### src/hdl/isa_pkg.sv
//--------------------------------------------------------------------------
// instruction-set encoding for the MIPS-style subset: word and register
// types, opcode and funct enums, instruction layout and the bubble word
//--------------------------------------------------------------------------
package isa_pkg;

    typedef logic [31:0] word_t;
    typedef logic [4:0]  reg_addr_t;

    typedef enum logic [5:0]
    {
        R_TYPE = 6'h00,
        ADDI   = 6'h08,
        LW     = 6'h23,
        SW     = 6'h2b,
        BEQ    = 6'h04,
        BNE    = 6'h05
    } opcode_e;

    typedef enum logic [5:0]
    {
        ADD = 6'h20,
        SUB = 6'h22,
        AND = 6'h24,
        OR  = 6'h25,
        SLT = 6'h2a
    } funct_e;

    // lower 16 bits of an R-type word
    typedef struct packed {
        reg_addr_t  rd;
        logic [4:0] shamt;
        funct_e     funct;
    } r_low_t;

    // I-type reuses the same bits as the immediate
    typedef union packed {
        r_low_t      r;
        logic [15:0] imm;
    } low_t;

    typedef struct packed {
        opcode_e   opcode;
        reg_addr_t rs;
        reg_addr_t rt;
        low_t      low;
    } instr_t;

    localparam instr_t NOP_WORD = '0;  // add $0,$0,$0, writes nothing

endpackage

### src/hdl/pipe_pkg.sv
//--------------------------------------------------------------------------
// pipeline types: control bundle, ALU operations, stage registers
// and the register-file write port
//--------------------------------------------------------------------------
package pipe_pkg;

    typedef enum logic [2:0]
    {
        ALU_ADD,
        ALU_SUB,
        ALU_AND,
        ALU_OR,
        ALU_SLT
    } alu_op_e;

    // coarse ALU class from the main decoder, refined by funct in execute
    typedef enum logic [1:0]
    {
        ALU_CLS_ADD,
        ALU_CLS_SUB,
        ALU_CLS_FUNCT
    } alu_cls_e;

    typedef struct packed {
        logic     reg_write;
        logic     dest_rd;      // write rd, else rt
        logic     alu_src_imm;
        logic     mem_read;
        logic     mem_write;
        logic     mem_to_reg;
        logic     branch;
        alu_cls_e alu_op;
    } ctrl_t;

    typedef struct packed {
        ctrl_t              ctrl;
        isa_pkg::word_t     rs_val;
        isa_pkg::word_t     rt_val;
        isa_pkg::word_t     imm;
        isa_pkg::reg_addr_t dest;
        isa_pkg::funct_e    funct;
    } id_ex_t;

    typedef struct packed {
        ctrl_t              ctrl;
        isa_pkg::word_t     alu_result;
        isa_pkg::word_t     store_data;
        isa_pkg::reg_addr_t dest;
    } ex_mem_t;

    typedef struct packed {
        logic               we;
        isa_pkg::reg_addr_t addr;
        isa_pkg::word_t     data;
    } wb_port_t;

endpackage

### src/hdl/execute_stage.sv
//--------------------------------------------------------------------------
// execute register, ALU control and ALU
//--------------------------------------------------------------------------
`timescale 1ns/1ps

module execute_stage (
    input  logic               SYS_clk,
    input  logic               SYS_reset,
    input  logic               stall,
    input  pipe_pkg::id_ex_t   id_ex,
    output isa_pkg::reg_addr_t ex_dest,
    output pipe_pkg::ctrl_t    ex_ctrl,
    output pipe_pkg::ex_mem_t  ex_mem
);
    import isa_pkg::*;
    import pipe_pkg::*;

    ctrl_t     ctrl_q;
    word_t     a_q;
    word_t     b_q;
    word_t     imm_q;
    reg_addr_t dest_q;
    funct_e    funct_q;
    alu_op_e   alu_op;
    word_t     alu_b;
    word_t     alu_y;

    always_ff @(posedge SYS_clk)
    begin
        if (SYS_reset || stall)
            ctrl_q <= '0;              // bubble while decode holds
        else
            ctrl_q <= id_ex.ctrl;
    end

    always_ff @(posedge SYS_clk)
    begin
        a_q     <= id_ex.rs_val;
        b_q     <= id_ex.rt_val;
        imm_q   <= id_ex.imm;
        dest_q  <= id_ex.dest;
        funct_q <= id_ex.funct;
    end

    always_comb
    begin
        alu_op = ALU_ADD;
        case (ctrl_q.alu_op)
            ALU_CLS_SUB: alu_op = ALU_SUB;
            ALU_CLS_FUNCT:
            begin
                case (funct_q)
                    SUB:     alu_op = ALU_SUB;
                    AND:     alu_op = ALU_AND;
                    OR:      alu_op = ALU_OR;
                    SLT:     alu_op = ALU_SLT;
                    default: alu_op = ALU_ADD;
                endcase
            end
            default: alu_op = ALU_ADD;     // addi, lw, sw address
        endcase
    end

    assign alu_b = ctrl_q.alu_src_imm ? imm_q : b_q;

    always_comb
    begin
        case (alu_op)
            ALU_SUB: alu_y = a_q - alu_b;
            ALU_AND: alu_y = a_q & alu_b;
            ALU_OR:  alu_y = a_q | alu_b;
            ALU_SLT: alu_y = ($signed(a_q) < $signed(alu_b)) ? 32'd1 : 32'd0;
            default: alu_y = a_q + alu_b;
        endcase
    end

    assign ex_dest = dest_q;
    assign ex_ctrl = ctrl_q;
    assign ex_mem  = '{ctrl: ctrl_q, alu_result: alu_y, store_data: b_q, dest: dest_q};

endmodule

### config.mk
export PLATFORM = sky130hd
export DESIGN_NAME = execute_stage
export DESIGN_NICKNAME = d
export VERILOG_FILES = /design/src/hdl/isa_pkg.sv /design/src/hdl/pipe_pkg.sv /design/src/hdl/execute_stage.sv
export SDC_FILE = /design/constraint.sdc
export NUM_CORES = 1
export LEC_CHECK = 0
export BUFFER_PORTS_ARGS = -buffer_cell sky130_fd_sc_hd__buf_2
export CELL_PAD_IN_SITES_DETAIL_PLACEMENT = 0
export CELL_PAD_IN_SITES_GLOBAL_PLACEMENT = 2
export CORE_MARGIN = 4
export CORE_UTILIZATION = 25
export CTS_CLUSTER_DIAMETER = 80
export DETAILED_ROUTE_END_ITERATION = 16
export GPL_TIMING_DRIVEN = 0
export PLACE_DENSITY = 0.68
export SLEW_MARGIN = 20
export SYNTH_ARGS = -nofsm -noshare
export SYNTH_HDL_FRONTEND = slang
export SYNTH_SLANG_ARGS = --single-unit
### constraint.sdc
create_clock -name SYS_clk -period 6.45 [get_ports SYS_clk]
set_clock_uncertainty 0.2 [all_clocks]
set_input_delay 0.3225 -clock SYS_clk [delete_from_list [all_inputs] [get_ports SYS_clk]]
set_output_delay 0.3225 -clock SYS_clk [all_outputs]
set_load 0.005 [all_outputs]
# ---- Word level (Yosys, flattened, before mapping)
# Cells that the tools add are included.
dict set report classes {
  mux 5
  n_addsub 2
  eq_ne 10
  order_cmp 1
  n_reduce_logical 1
  bitwise_logic 2
}
# operator count
set ops {}
lappend ops {{$pmux W32 S4} 1}
lappend ops {{$add A32 B32 Y32} 1}
lappend ops {{$and A32 B32 Y32} 1}
lappend ops {{$lt A32 B32 Y1} 1}
lappend ops {{$mux W32} 1}
lappend ops {{$or A32 B32 Y32} 1}
lappend ops {{$sub A32 B32 Y32} 1}
lappend ops {{$eq A6 B6 Y1 const B} 4}
lappend ops {{$pmux W3 S4} 1}
lappend ops {{$eq A3 B2 Y1 const B} 2}
lappend ops {{$pmux W3 S2} 1}
lappend ops {{$eq A3 B1 Y1 const B} 1}
lappend ops {{$eq A3 B3 Y1 const B} 1}
lappend ops {{$eq A2 B1 Y1 const B} 1}
lappend ops {{$eq A2 B2 Y1 const B} 1}
lappend ops {{$logic_or A1 B1 Y1} 1}
lappend ops {{$mux W1} 1}
dict set report totals {
  reg_bits 116
  elab_cells 34
  out_inout_bits 92
  input_bits 119
}

# ---- Longest topological paths before layout
# Gate-level depths: netlist of run 1.
dict set report depth {
  word_depth 5
  mapped_depth 17
  mapped_depth_nobuf 15
}

# ---- Worst setup path after synthesis of run 1
# Ideal clock, no wire load.
dict set report synth_timing {
  path_kind {register -> output}
  startpoint {reg ctrl_q, in the netlist ex_ctrl[6]}
  endpoint {out ex_mem[67] (netlist name)}
  path_stages_with_launch 18
  n_path_buf 2
  required_time_ns 5.927
  slack_ns 2.073
  arrival_time_ns 3.854
  cell_sequence {dfxtp_1 > clkbuf_1 > buf_1 > mux2i_1 > inv_1 > ha_1 > inv_1 > fa_1 > and2b_1 > o31ai_2 > a211o_1 > a21oi_4 > nor3_2 > or2_4 > o41ai_2 > o22ai_1 > mux2i_1 > a221o_1}
}
# item line
set synth_lines {}
lappend synth_lines {{start: declaration} execute_stage.sv:18} ;# ctrl_t ctrl_q;
lappend synth_lines {{start signal: assignment} execute_stage.sv:33} ;# ctrl_q <= id_ex.ctrl;
lappend synth_lines {{end: declaration} execute_stage.sv:13} ;# output pipe_pkg::ex_mem_t ex_mem

==> flow_metrics.env, run 1 <==
export IMPL_antenna_found_initial=0
export IMPL_fmax_ghz=0.171
export IMPL_run_status="finished clean"
export IMPL_end_kind="output port"
export IMPL_critical_path_max_stage_delay_ns=0.48
export IMPL_vias=7539
export IMPL_finalWorstSetupSlack_ns=0.598
export IMPL_synth_cells=912
export IMPL_wl_per_cell_um=16.8
export IMPL_crit_required_ns=5.93
export IMPL_numPortBuffers=210
export IMPL_crit_path_start_kind="register"
export IMPL_ys_seq_area_share_pct=29.3
export IMPL_cts_root_buf="clkbuf_16"
export IMPL_num_nets_final=1498
export IMPL_fp_dieW_um=186
export IMPL_fin_cells=1666
export IMPL_synth_distinct_cells=76
export IMPL_diodes=0
export IMPL_critPathKind="register to output port"
export IMPL_pwr_share_seq_pct=31.2
export IMPL_post_route_min_period_ns=5.85
export IMPL_design_area_mm2=0.0112
export IMPL_place_ws_ns=0.567
export IMPL_cts_buffers=17
export IMPL_grt_pass1_vias=7654
export IMPL_ys_async_sr_fraction_pct=0
export IMPL_syn_area_mm2=0.00793
export IMPL_synth_edf_count=0
export IMPL_synth_top_family_by_area="compound AO/OA/AOI/OAI gates"
export IMPL_p_leak_uw=0.00533
export IMPL_synth_mux_area_share_pct=4.55
export IMPL_path_cells="clkbuf_1 -> clkbuf_2 -> mux2i_1 -> inv_1 -> ha_1 -> fa_1 -> o21bai_2 -> a21oi_1 -> o311ai_2 -> nand3_1 -> a41o_1 -> o41ai_2 -> a21oi_1 -> xnor2_1 -> o21ai_1 -> a221oi_2 -> buf_2"
export IMPL_synthAdderAreaFrac_pct=19.4
export IMPL_cp_common_cell="a21oi_1"
export IMPL_postRouteAntennaNets=0
export IMPL_synth_most_common_cell="ha_1"
export IMPL_track_usage_pct=16.2
export IMPL_start_util_pct=25.6
export IMPL_gp_congestion=0.812
export IMPL_drtIter0Drc=260
export IMPL_critPathMaxFanout=10
export IMPL_synth_warnings=0
export IMPL_swShare_pct=32.3
export IMPL_ios=211
export IMPL_drt_pass1_iter_count=6
export IMPL_setup_tns_ns=0
export IMPL_dieArea_mm2=0.0346
export IMPL_cts_max_level=4
export IMPL_finalCritPeriodShare_pct=90.7
export IMPL_syn_to_final_growth_pct=41.7
export IMPL_core_mm2=0.0309
export IMPL_drive_above_1_share_pct=22.7
export IMPL_synth_seq_cells=116
export IMPL_hpwlAfterDp_mm=21.4
export IMPL_cts_tree="built"
export IMPL_drc=0
export IMPL_synth_net_count=1153
export IMPL_path_delay_family="compound AO/OA/AOI/OAI gates"
export IMPL_grt_max_degree=17
export IMPL_intPower_uw=1680
export IMPL_synth_xor_area_share_pct=4.53
export IMPL_synth_largest_area_cell="dfxtp_1"
export IMPL_die_h_um=186
export IMPL_synth_area_top_cells="dfxtp_1, ha_1, a21oi_1"
export IMPL_drv_slew=0
export IMPL_rsz0062_at_grt="false"
export IMPL_setup_violations=0
export IMPL_synth_ff_type="dfxtp_1"
export IMPL_synth_compound_area_share_pct=23.0
export IMPL_placed_cell_area_mm2=0.00948
export IMPL_worstPathArrival_ns=5.33
export IMPL_switching_power_uw=803
export IMPL_fp_row_count=64
export IMPL_synthTopCellsByCount="ha_1, dfxtp_1, inv_1"
export IMPL_vdd_drop_max_mv=0.188
export IMPL_worst_pin_slew_ns=1.04
export IMPL_maxSlewHeadroom_pct=30.3
export IMPL_cp_slowest_cell="clkbuf_2"
export IMPL_synth_simple_area_share_pct=11.5
export IMPL_overflow=0
export IMPL_crit_buf_inv=4
export IMPL_power_frac_comb_pct=30.0
export IMPL_holdCritPathClass="primary input to register"
export IMPL_cts_buffer_depth=2
export IMPL_cap_viol_max_count=0
export IMPL_cts_sinks=116
export IMPL_pwr_density_cell_mw_per_mm2=221
export IMPL_syn_avg_cell_area_um2=8.69
export IMPL_hold_violations=0
export IMPL_yosys_area_top_type_share_pct=29.3
export IMPL_power_share_clock_pct=38.7
export IMPL_clk_pin_slew_worst_paths_ns=0.06
export IMPL_routed_via_density=4.53
export IMPL_drt_wl_total_mm=28.0
export IMPL_dp_cells=1518
export IMPL_postCtsSetupBuffers=0
export IMPL_grt_pass1_wl_mm=42.7
-- state kept, by name, summed over array words and instances (netlist names) --
register,flops
ex_dest,5
funct_q,6
ex_ctrl,9
a_q,32
imm_q,32
b_q,32
-- final cells by class --
class | count | area [um2]
clock buffer | 18 | 439
buffer | 41 | 210
tap | 396 | 495
timing repair buffer | 326 | 2210
fill | 3253 | 19700
multi-input combinational | 648 | 5000
clock inverter | 14 | 154
inverter | 107 | 402
sequential | 116 | 2320
-- power by group through the flow --
stage          clock network [uW]  registers (uW)  logic, uW
2_1_floorplan                   0             789        451
3_5_place_dp                    0             792        695
4_1_cts                      1000             776        754
5_1_grt                      1040             781        832
6_report                      962             776        746
3_3_place_gp                    0             790        698
-- logic make-up after synthesis --
kind of cell               count (synthesis)
and+or+nand+nor                          193
AOI/OAI and AO/OA                        256
DFF                                      116
xor gates and xnor gates                  41
muxes                                     36
adders and majority gates                122
buffers and inverters                    148
-- routing by layer --
layer	part of all wire (%)	track usage (%)
met4	0.99	3.73
met2	50	28.5
met5	0	0
met1	46	20.2
met3	3.7	3.56
-- path summary, 6_finish.rpt --
kind                              start                     to  cells past startpoint
setup / recovery  ex_ctrl[6]$_SDFF_PP0_             ex_mem[57]                     17
hold / removal                SYS_reset  ex_ctrl[0]$_SDFF_PP0_                      3
-- what timing repair did --
action                     in CTS  in global routing
gates resized for setup         0                  2
setup endpoints to repair       0                  4
hold endpoints to repair      116                  0
hold buffers                  116                  0
-- layout by cell type (no fill, tap or decap), types with 5 or more instances in the layout --
cell type / synthesis / routed
nor4_1: 5 / 5
dfxtp_1: 116 / 116
nand2_1: 40 / 40
xor2_1: 7 / 7
o21bai_1: 13 / 13
o211ai_1: 9 / 9
a21oi_1: 85 / 85
o21ai_0: 31 / 31
o31ai_1: 6 / 6
and2_1: 13 / 13
buf_4: 14 / 14
ha_1: 120 / 120
a211oi_1: 7 / 7
mux2i_1: 36 / 36
nand2b_1: 11 / 11
o221ai_1: 16 / 16
a21o_1: 13 / 13
nand3_1: 10 / 10
o21ai_1: 5 / 5
clkbuf_1: 22 / 22
buf_2: 1 / 212
nor2_1: 74 / 74
inv_1: 106 / 106
dlygate4sd3_1: 0 / 116
nor3_1: 13 / 13
xnor2_1: 34 / 34
a221oi_1: 9 / 9
clkbuf_16: 0 / 17
o22ai_1: 12 / 12
-- metrics by stage --
| stage | util, % | hold WS [ns] | total power, uW |
|---|---|---|---|
| 3_3_place_gp | 30.7 | 0.224 | 1490 |
| 6_report | 36.3 | 0.0784 | 2480 |
| 3_5_place_dp | 30.7 | 0.226 | 1490 |
| 4_1_cts | 36.3 | 0.0576 | 2530 |
| 5_1_grt | 36.3 | 0.0970 | 2650 |
| 2_1_floorplan | - | 0.150 | 1240 |
No activity file was read; power rests on OpenSTA's default activity.
==> inputs of run 2 (changes only) <==
Settings changed: BUFFER_PORTS_ARGS -buffer_cell sky130_fd_sc_hd__buf_2 to not set, CORE_UTILIZATION 25 to 30, DONT_BUFFER_PORTS set to 1, GPL_ROUTABILITY_DRIVEN set to 0, PLACE_DENSITY 0.68 to 0.67.
==> run 2 against run 1 <==
Net effect: first-iteration DRC count increased by 15%; critical path depth decreased by 1; sequential share of layout area grew 2.1 points; via count shrank 8.0%; count of clock-buffer cells in the layout decreased by 1; largest cell class unchanged; final cell count shrank 16%; clock power increased by 1%.
==> flow_metrics.env, run 2 (synthesis gave the netlist of run 1 again) <==
export IMPL_run_status="finished clean"
export IMPL_clk_pin_slew_worst_paths_ns=0.08
export IMPL_vias=6933
export IMPL_antenna_found_initial=1
export IMPL_fmax_ghz=0.164
export IMPL_cts_buffers=17
export IMPL_hpwlAfterDp_mm=19.9
export IMPL_final_common_cell="dlygate4sd3_1"
export IMPL_reg_top3="a_q x32, b_q x32, imm_q x32"
export IMPL_numPortBuffers=0
export IMPL_p_leak_uw=0.00455
export IMPL_cts_buffer_depth=2
export IMPL_rsz0062_at_grt="false"
export IMPL_grt_max_degree=17
export IMPL_crit_required_ns=5.93
export IMPL_fp_dieW_um=171
export IMPL_setup_tns_ns=0
export IMPL_final_cell_mix="dlygate4sd3_1, ha_1, dfxtp_1"
export IMPL_postCtsSetupBuffers=0
export IMPL_finalWorstSetupSlack_ns=0.366
export IMPL_worstPathArrival_ns=5.56
export IMPL_ios=211
export IMPL_cp_slowest_cell="clkdlybuf4s15_1"
export IMPL_finalCritPeriodShare_pct=94.3
export IMPL_die_h_um=171
export IMPL_cts_root_buf="clkbuf_16"
export IMPL_pwr_density_cell_mw_per_mm2=236
export IMPL_syn_to_final_growth_pct=28.8
export IMPL_grt_pass1_wl_mm=40.4
export IMPL_post_route_min_period_ns=6.08
export IMPL_hold_violations=0
export IMPL_end_kind="output port"
export IMPL_place_ws_ns=0.714
export IMPL_dieArea_mm2=0.0291
export IMPL_crit_path_start_kind="register"
export IMPL_holdCritPathClass="primary input to register"
export IMPL_fp_row_count=59
export IMPL_start_util_pct=30.4
export IMPL_vdd_drop_max_mv=0.161
export IMPL_cts_max_level=4
export IMPL_drv_slew=0
export IMPL_num_nets_final=1297
export IMPL_postRouteAntennaNets=0
export IMPL_nFillCells=2668
export IMPL_drc=0
export IMPL_path_delay_family="compound AO/OA/AOI/OAI gates"
export IMPL_maxSlewHeadroom_pct=35.3
export IMPL_dp_cells=1247
export IMPL_worst_pin_slew_ns=0.970
export IMPL_cts_tree="built"
export IMPL_fin_cells=1404
export IMPL_drtIter0Drc=300
export IMPL_critPathKind="register to output port"
export IMPL_path_cells="clkbuf_1 -> clkdlybuf4s15_1 -> mux2i_1 -> inv_1 -> ha_1 -> fa_1 -> o21bai_2 -> a21oi_1 -> o311ai_2 -> nand3_1 -> a41o_1 -> o41ai_2 -> a21oi_1 -> xnor2_1 -> o21ai_1 -> a221oi_2"
export IMPL_core_mm2=0.0261
export IMPL_grt_pass1_vias=7129
export IMPL_cts_sinks=116
export IMPL_track_usage_pct=18.2
export IMPL_overflow=0
export IMPL_drt_pass1_iter_count=5
export IMPL_critPathMaxFanout=10
export IMPL_cap_viol_max_count=0
export IMPL_critical_path_max_stage_delay_ns=0.79
export IMPL_cp_common_cell="a21oi_1"
export IMPL_routed_via_density=4.94
export IMPL_diodes=0
export IMPL_wl_per_cell_um=19.0
export IMPL_drt_wl_total_mm=26.7
export IMPL_crit_buf_inv=3
export IMPL_setup_violations=0
export IMPL_drive_above_1_share_pct=7.20
## run 2: cell count changes in the layout (fill, tap and decap cells not counted), sizes merged
cell           change
buf              -210
clkdlybuf4s15      +1
inv                +7
clkinvlp           -3
clkinv             -1
bufinv             -2
clkbuf             -2
dlygate4sd3        +9
## run 2: where the power goes
part,switching (uW),internal [uW]
Clock,448,526
Combinational,375,281
Sequential,24.5,755
Total,848,1560
## run 2: metrics by stage
step / power, uW / util [%] / hold slack [ns] / instance area, um2
2_1_floorplan: 1240 / - / 0.150 / 7930
3_3_place_gp: 1400 / 32.0 / 0.150 / 8350
3_5_place_dp: 1400 / 32.0 / 0.150 / 8350
4_1_cts: 2450 / 39.2 / 0.206 / 10200
5_1_grt: 2550 / 39.2 / 0.208 / 10200
6_report: 2410 / 39.2 / 0.229 / 10200
## run 2: what timing repair did
item                       CTS  global route
hold endpoints to repair   116             0
hold buffers               125             0
setup endpoints to repair    0             2
gates resized for setup      0             1
## run 2: worst paths after layout
path / startpoint / endpoint / slack, ns / depth (start not counted)
max: ex_ctrl[6]$_SDFF_PP0_ / ex_mem[57] / 0.37 / 16
min: id_ex[104] / a_q[29]$_DFF_P_ / 0.23 / 1
## run 2: layer usage
metal	vias up	GRT usage (%)	share of wire, %
met5	-	0	0.026
met4	2	4.90	1.5
met3	25	4.21	4.7
met2	167	32.4	51
met1	3282	22.1	43
li1	3457	-	-
## run 2: layout make-up
type	instances	area [um2]	share of cell area (%)
plain buffers	41	215	2.11
clock buffers	17	425	4.17
clock inverters	15	179	1.75
inverters	107	402	3.93
multi-input cells	648	5000	48.9
flip-flops and latches	116	2320	22.7
well taps	335	419	4.11
repair buffers	125	1250	12.3
==> inputs of run 3 (changes only) <==
Settings changed: PLACE_DENSITY 0.67 to 0.7.
Clock period 6.45 ns to 5.42 ns, I/O delays scaled along.
==> run 3 against run 2 <==
Net effect: sequential power up 19%; count of clock-buffer cells in the layout is 1 higher; combinational power grew 21%; sequential share of layout area shrank 0.19 points; worst hold slack got worse by 0.044 ns; non-clock buffer count unchanged; routed wire length shrank 1.1%; cell area grew 0.83%; flip-flop and latch count unchanged; critical path depth stayed put; via count rose by 1.6%; final cell count is the same; critical path type unchanged.
==> flow_metrics.env, run 3 (synthesis gave the netlist of run 1 again) <==
export IMPL_drt_wl_total_mm=26.4
export IMPL_crit_path_start_kind="register"
export IMPL_core_mm2=0.0261
export IMPL_cp_slowest_cell="fa_2"
export IMPL_post_route_min_period_ns=5.12
export IMPL_cts_buffer_depth=2
export IMPL_critical_path_max_stage_delay_ns=0.41
export IMPL_rsz0062_at_grt="false"
export IMPL_start_util_pct=30.4
export IMPL_worst_pin_slew_ns=0.918
export IMPL_drv_slew=0
export IMPL_cts_root_buf="clkbuf_16"
export IMPL_intPower_uw=1970
export IMPL_cts_buffers=17
export IMPL_drt_pass1_iter_count=5
export IMPL_power_share_clock_pct=40.8
export IMPL_pwr_density_cell_mw_per_mm2=282
export IMPL_holdCritPathClass="primary input to register"
export IMPL_pwr_share_seq_pct=31.9
export IMPL_path_cells="clkbuf_4 -> buf_12 -> mux2i_4 -> inv_1 -> ha_1 -> fa_2 -> o21bai_2 -> a21oi_1 -> o311ai_2 -> nand3_2 -> a211o_1 -> a2bb2oi_4 -> a221oi_2 -> o31ai_2 -> a21oi_1 -> a221o_1"
export IMPL_diodes=0
export IMPL_syn_to_final_growth_pct=29.9
export IMPL_numPortBuffers=0
export IMPL_reg_top3="a_q x32, b_q x32, imm_q x32"
export IMPL_run_status="finished clean"
export IMPL_p_leak_uw=0.00457
export IMPL_place_ws_ns=-0.289
export IMPL_hold_violations=0
export IMPL_grt_pass1_vias=7049
export IMPL_drtIter0Drc=322
export IMPL_overflow=0
export IMPL_wl_per_cell_um=18.8
export IMPL_postCtsSetupBuffers=0
export IMPL_routed_via_density=5.02
export IMPL_fin_util_pct=39.5
export IMPL_fin_cells=1404
export IMPL_final_cell_mix="dlygate4sd3_1, ha_1, dfxtp_1"
export IMPL_end_kind="output port"
export IMPL_holdWs_ns=0.185
export IMPL_die_h_um=171
export IMPL_maxSlewHeadroom_pct=38.4
export IMPL_fp_dieW_um=171
export IMPL_final_common_cell="dlygate4sd3_1"
export IMPL_postRouteAntennaNets=0
export IMPL_ios=211
export IMPL_switching_power_uw=940
export IMPL_swShare_pct=32.3
export IMPL_fp_row_count=59
export IMPL_worstPathArrival_ns=4.65
export IMPL_critPathKind="register to output port"
export IMPL_power_frac_comb_pct=27.2
export IMPL_dp_cells=1247
export IMPL_hpwlAfterDp_mm=19.6
export IMPL_fmax_ghz=0.195
export IMPL_dieArea_mm2=0.0291
export IMPL_vias=7043
export IMPL_drive_above_1_share_pct=7.95
export IMPL_cap_viol_max_count=0
export IMPL_grt_pass1_wl_mm=40.0
export IMPL_drc=0
export IMPL_antenna_found_initial=1
export IMPL_num_nets_final=1297
export IMPL_vdd_drop_max_mv=0.177
export IMPL_crit_required_ns=4.95
export IMPL_track_usage_pct=17.9
export IMPL_cp_common_cell="a21oi_1"
export IMPL_critPathMaxFanout=10
export IMPL_grt_max_degree=17
export IMPL_cts_sinks=116
export IMPL_totalPowerFinal_uw=2910
export IMPL_cts_tree="built"
export IMPL_finalCritPeriodShare_pct=94.5
export IMPL_setup_violations=0
export IMPL_finalWorstSetupSlack_ns=0.299
export IMPL_clk_pin_slew_worst_paths_ns=0.06
export IMPL_cts_max_level=4
[run 3: critical path: cells and delay by family (launching register included)]
| kind | cells | cell delay, ns |
|---|---|---|
| buffers and inverters | 3 | 0.48 |
| AOI/OAI and AO/OA | 9 | 2.28 |
| adders and majority gates | 2 | 0.63 |
| muxes | 1 | 0.25 |
| and+or+nand+nor | 1 | 0.20 |
| DFF | 1 | 0.37 |
[run 3: power by group through the flow]
stage	combinational [uW]	clock, uW	sequential [uW]
floorplan	537	0	939
global placement	717	0	947
detailed placement	712	0	948
CTS	791	1220	929
global route	881	1260	934
finish	792	1190	929
[run 3: area by class of cell]
type                            count  area (um2)
Tap cell                          335         419
Sequential cell                   116        2320
Inverter                          107         402
Clock inverter                     14         176
Fill cell                        2626       15800
Clock buffer                       18         429
Timing Repair Buffer              125        1250
Buffer                             41         243
Multi-Input combinational cell    648        5050
[run 3: path summary, 6_finish.rpt]
check / start / to / slack (ns) / cells after the start
min: id_ex[74] / b_q[31]$_DFF_P_ / 0.18 / 1
max: ex_ctrl[6]$_SDFF_PP0_ / ex_mem[37] / 0.30 / 16
[run 3: what timing repair did]
action                                  CTS  global route
gates resized for setup                  12            12
endpoints found under the setup margin   15             7
pin swaps                                 0             4
hold buffers                            125             0
cloned                                    0             0
hold endpoints to repair                116             0
[run 3: per-layer routing]
layer | GRT usage (%) | vias up | share of wire (%)
met5 | 0 | - | 0.049
met4 | 5.17 | 2 | 2.2
met3 | 4.62 | 35 | 5.1
met2 | 30.6 | 207 | 49
met1 | 22.3 | 3337 | 44
li1 | - | 3462 | -
[run 3: per-stage QoR]
stage	setup TNS, ns	area [um2]
after floorplan	0	7930
after global placement	-1.59	8350
after detailed placement	-1.01	8350
after CTS	0	10200
after global routing	0	10300
final	0	10300
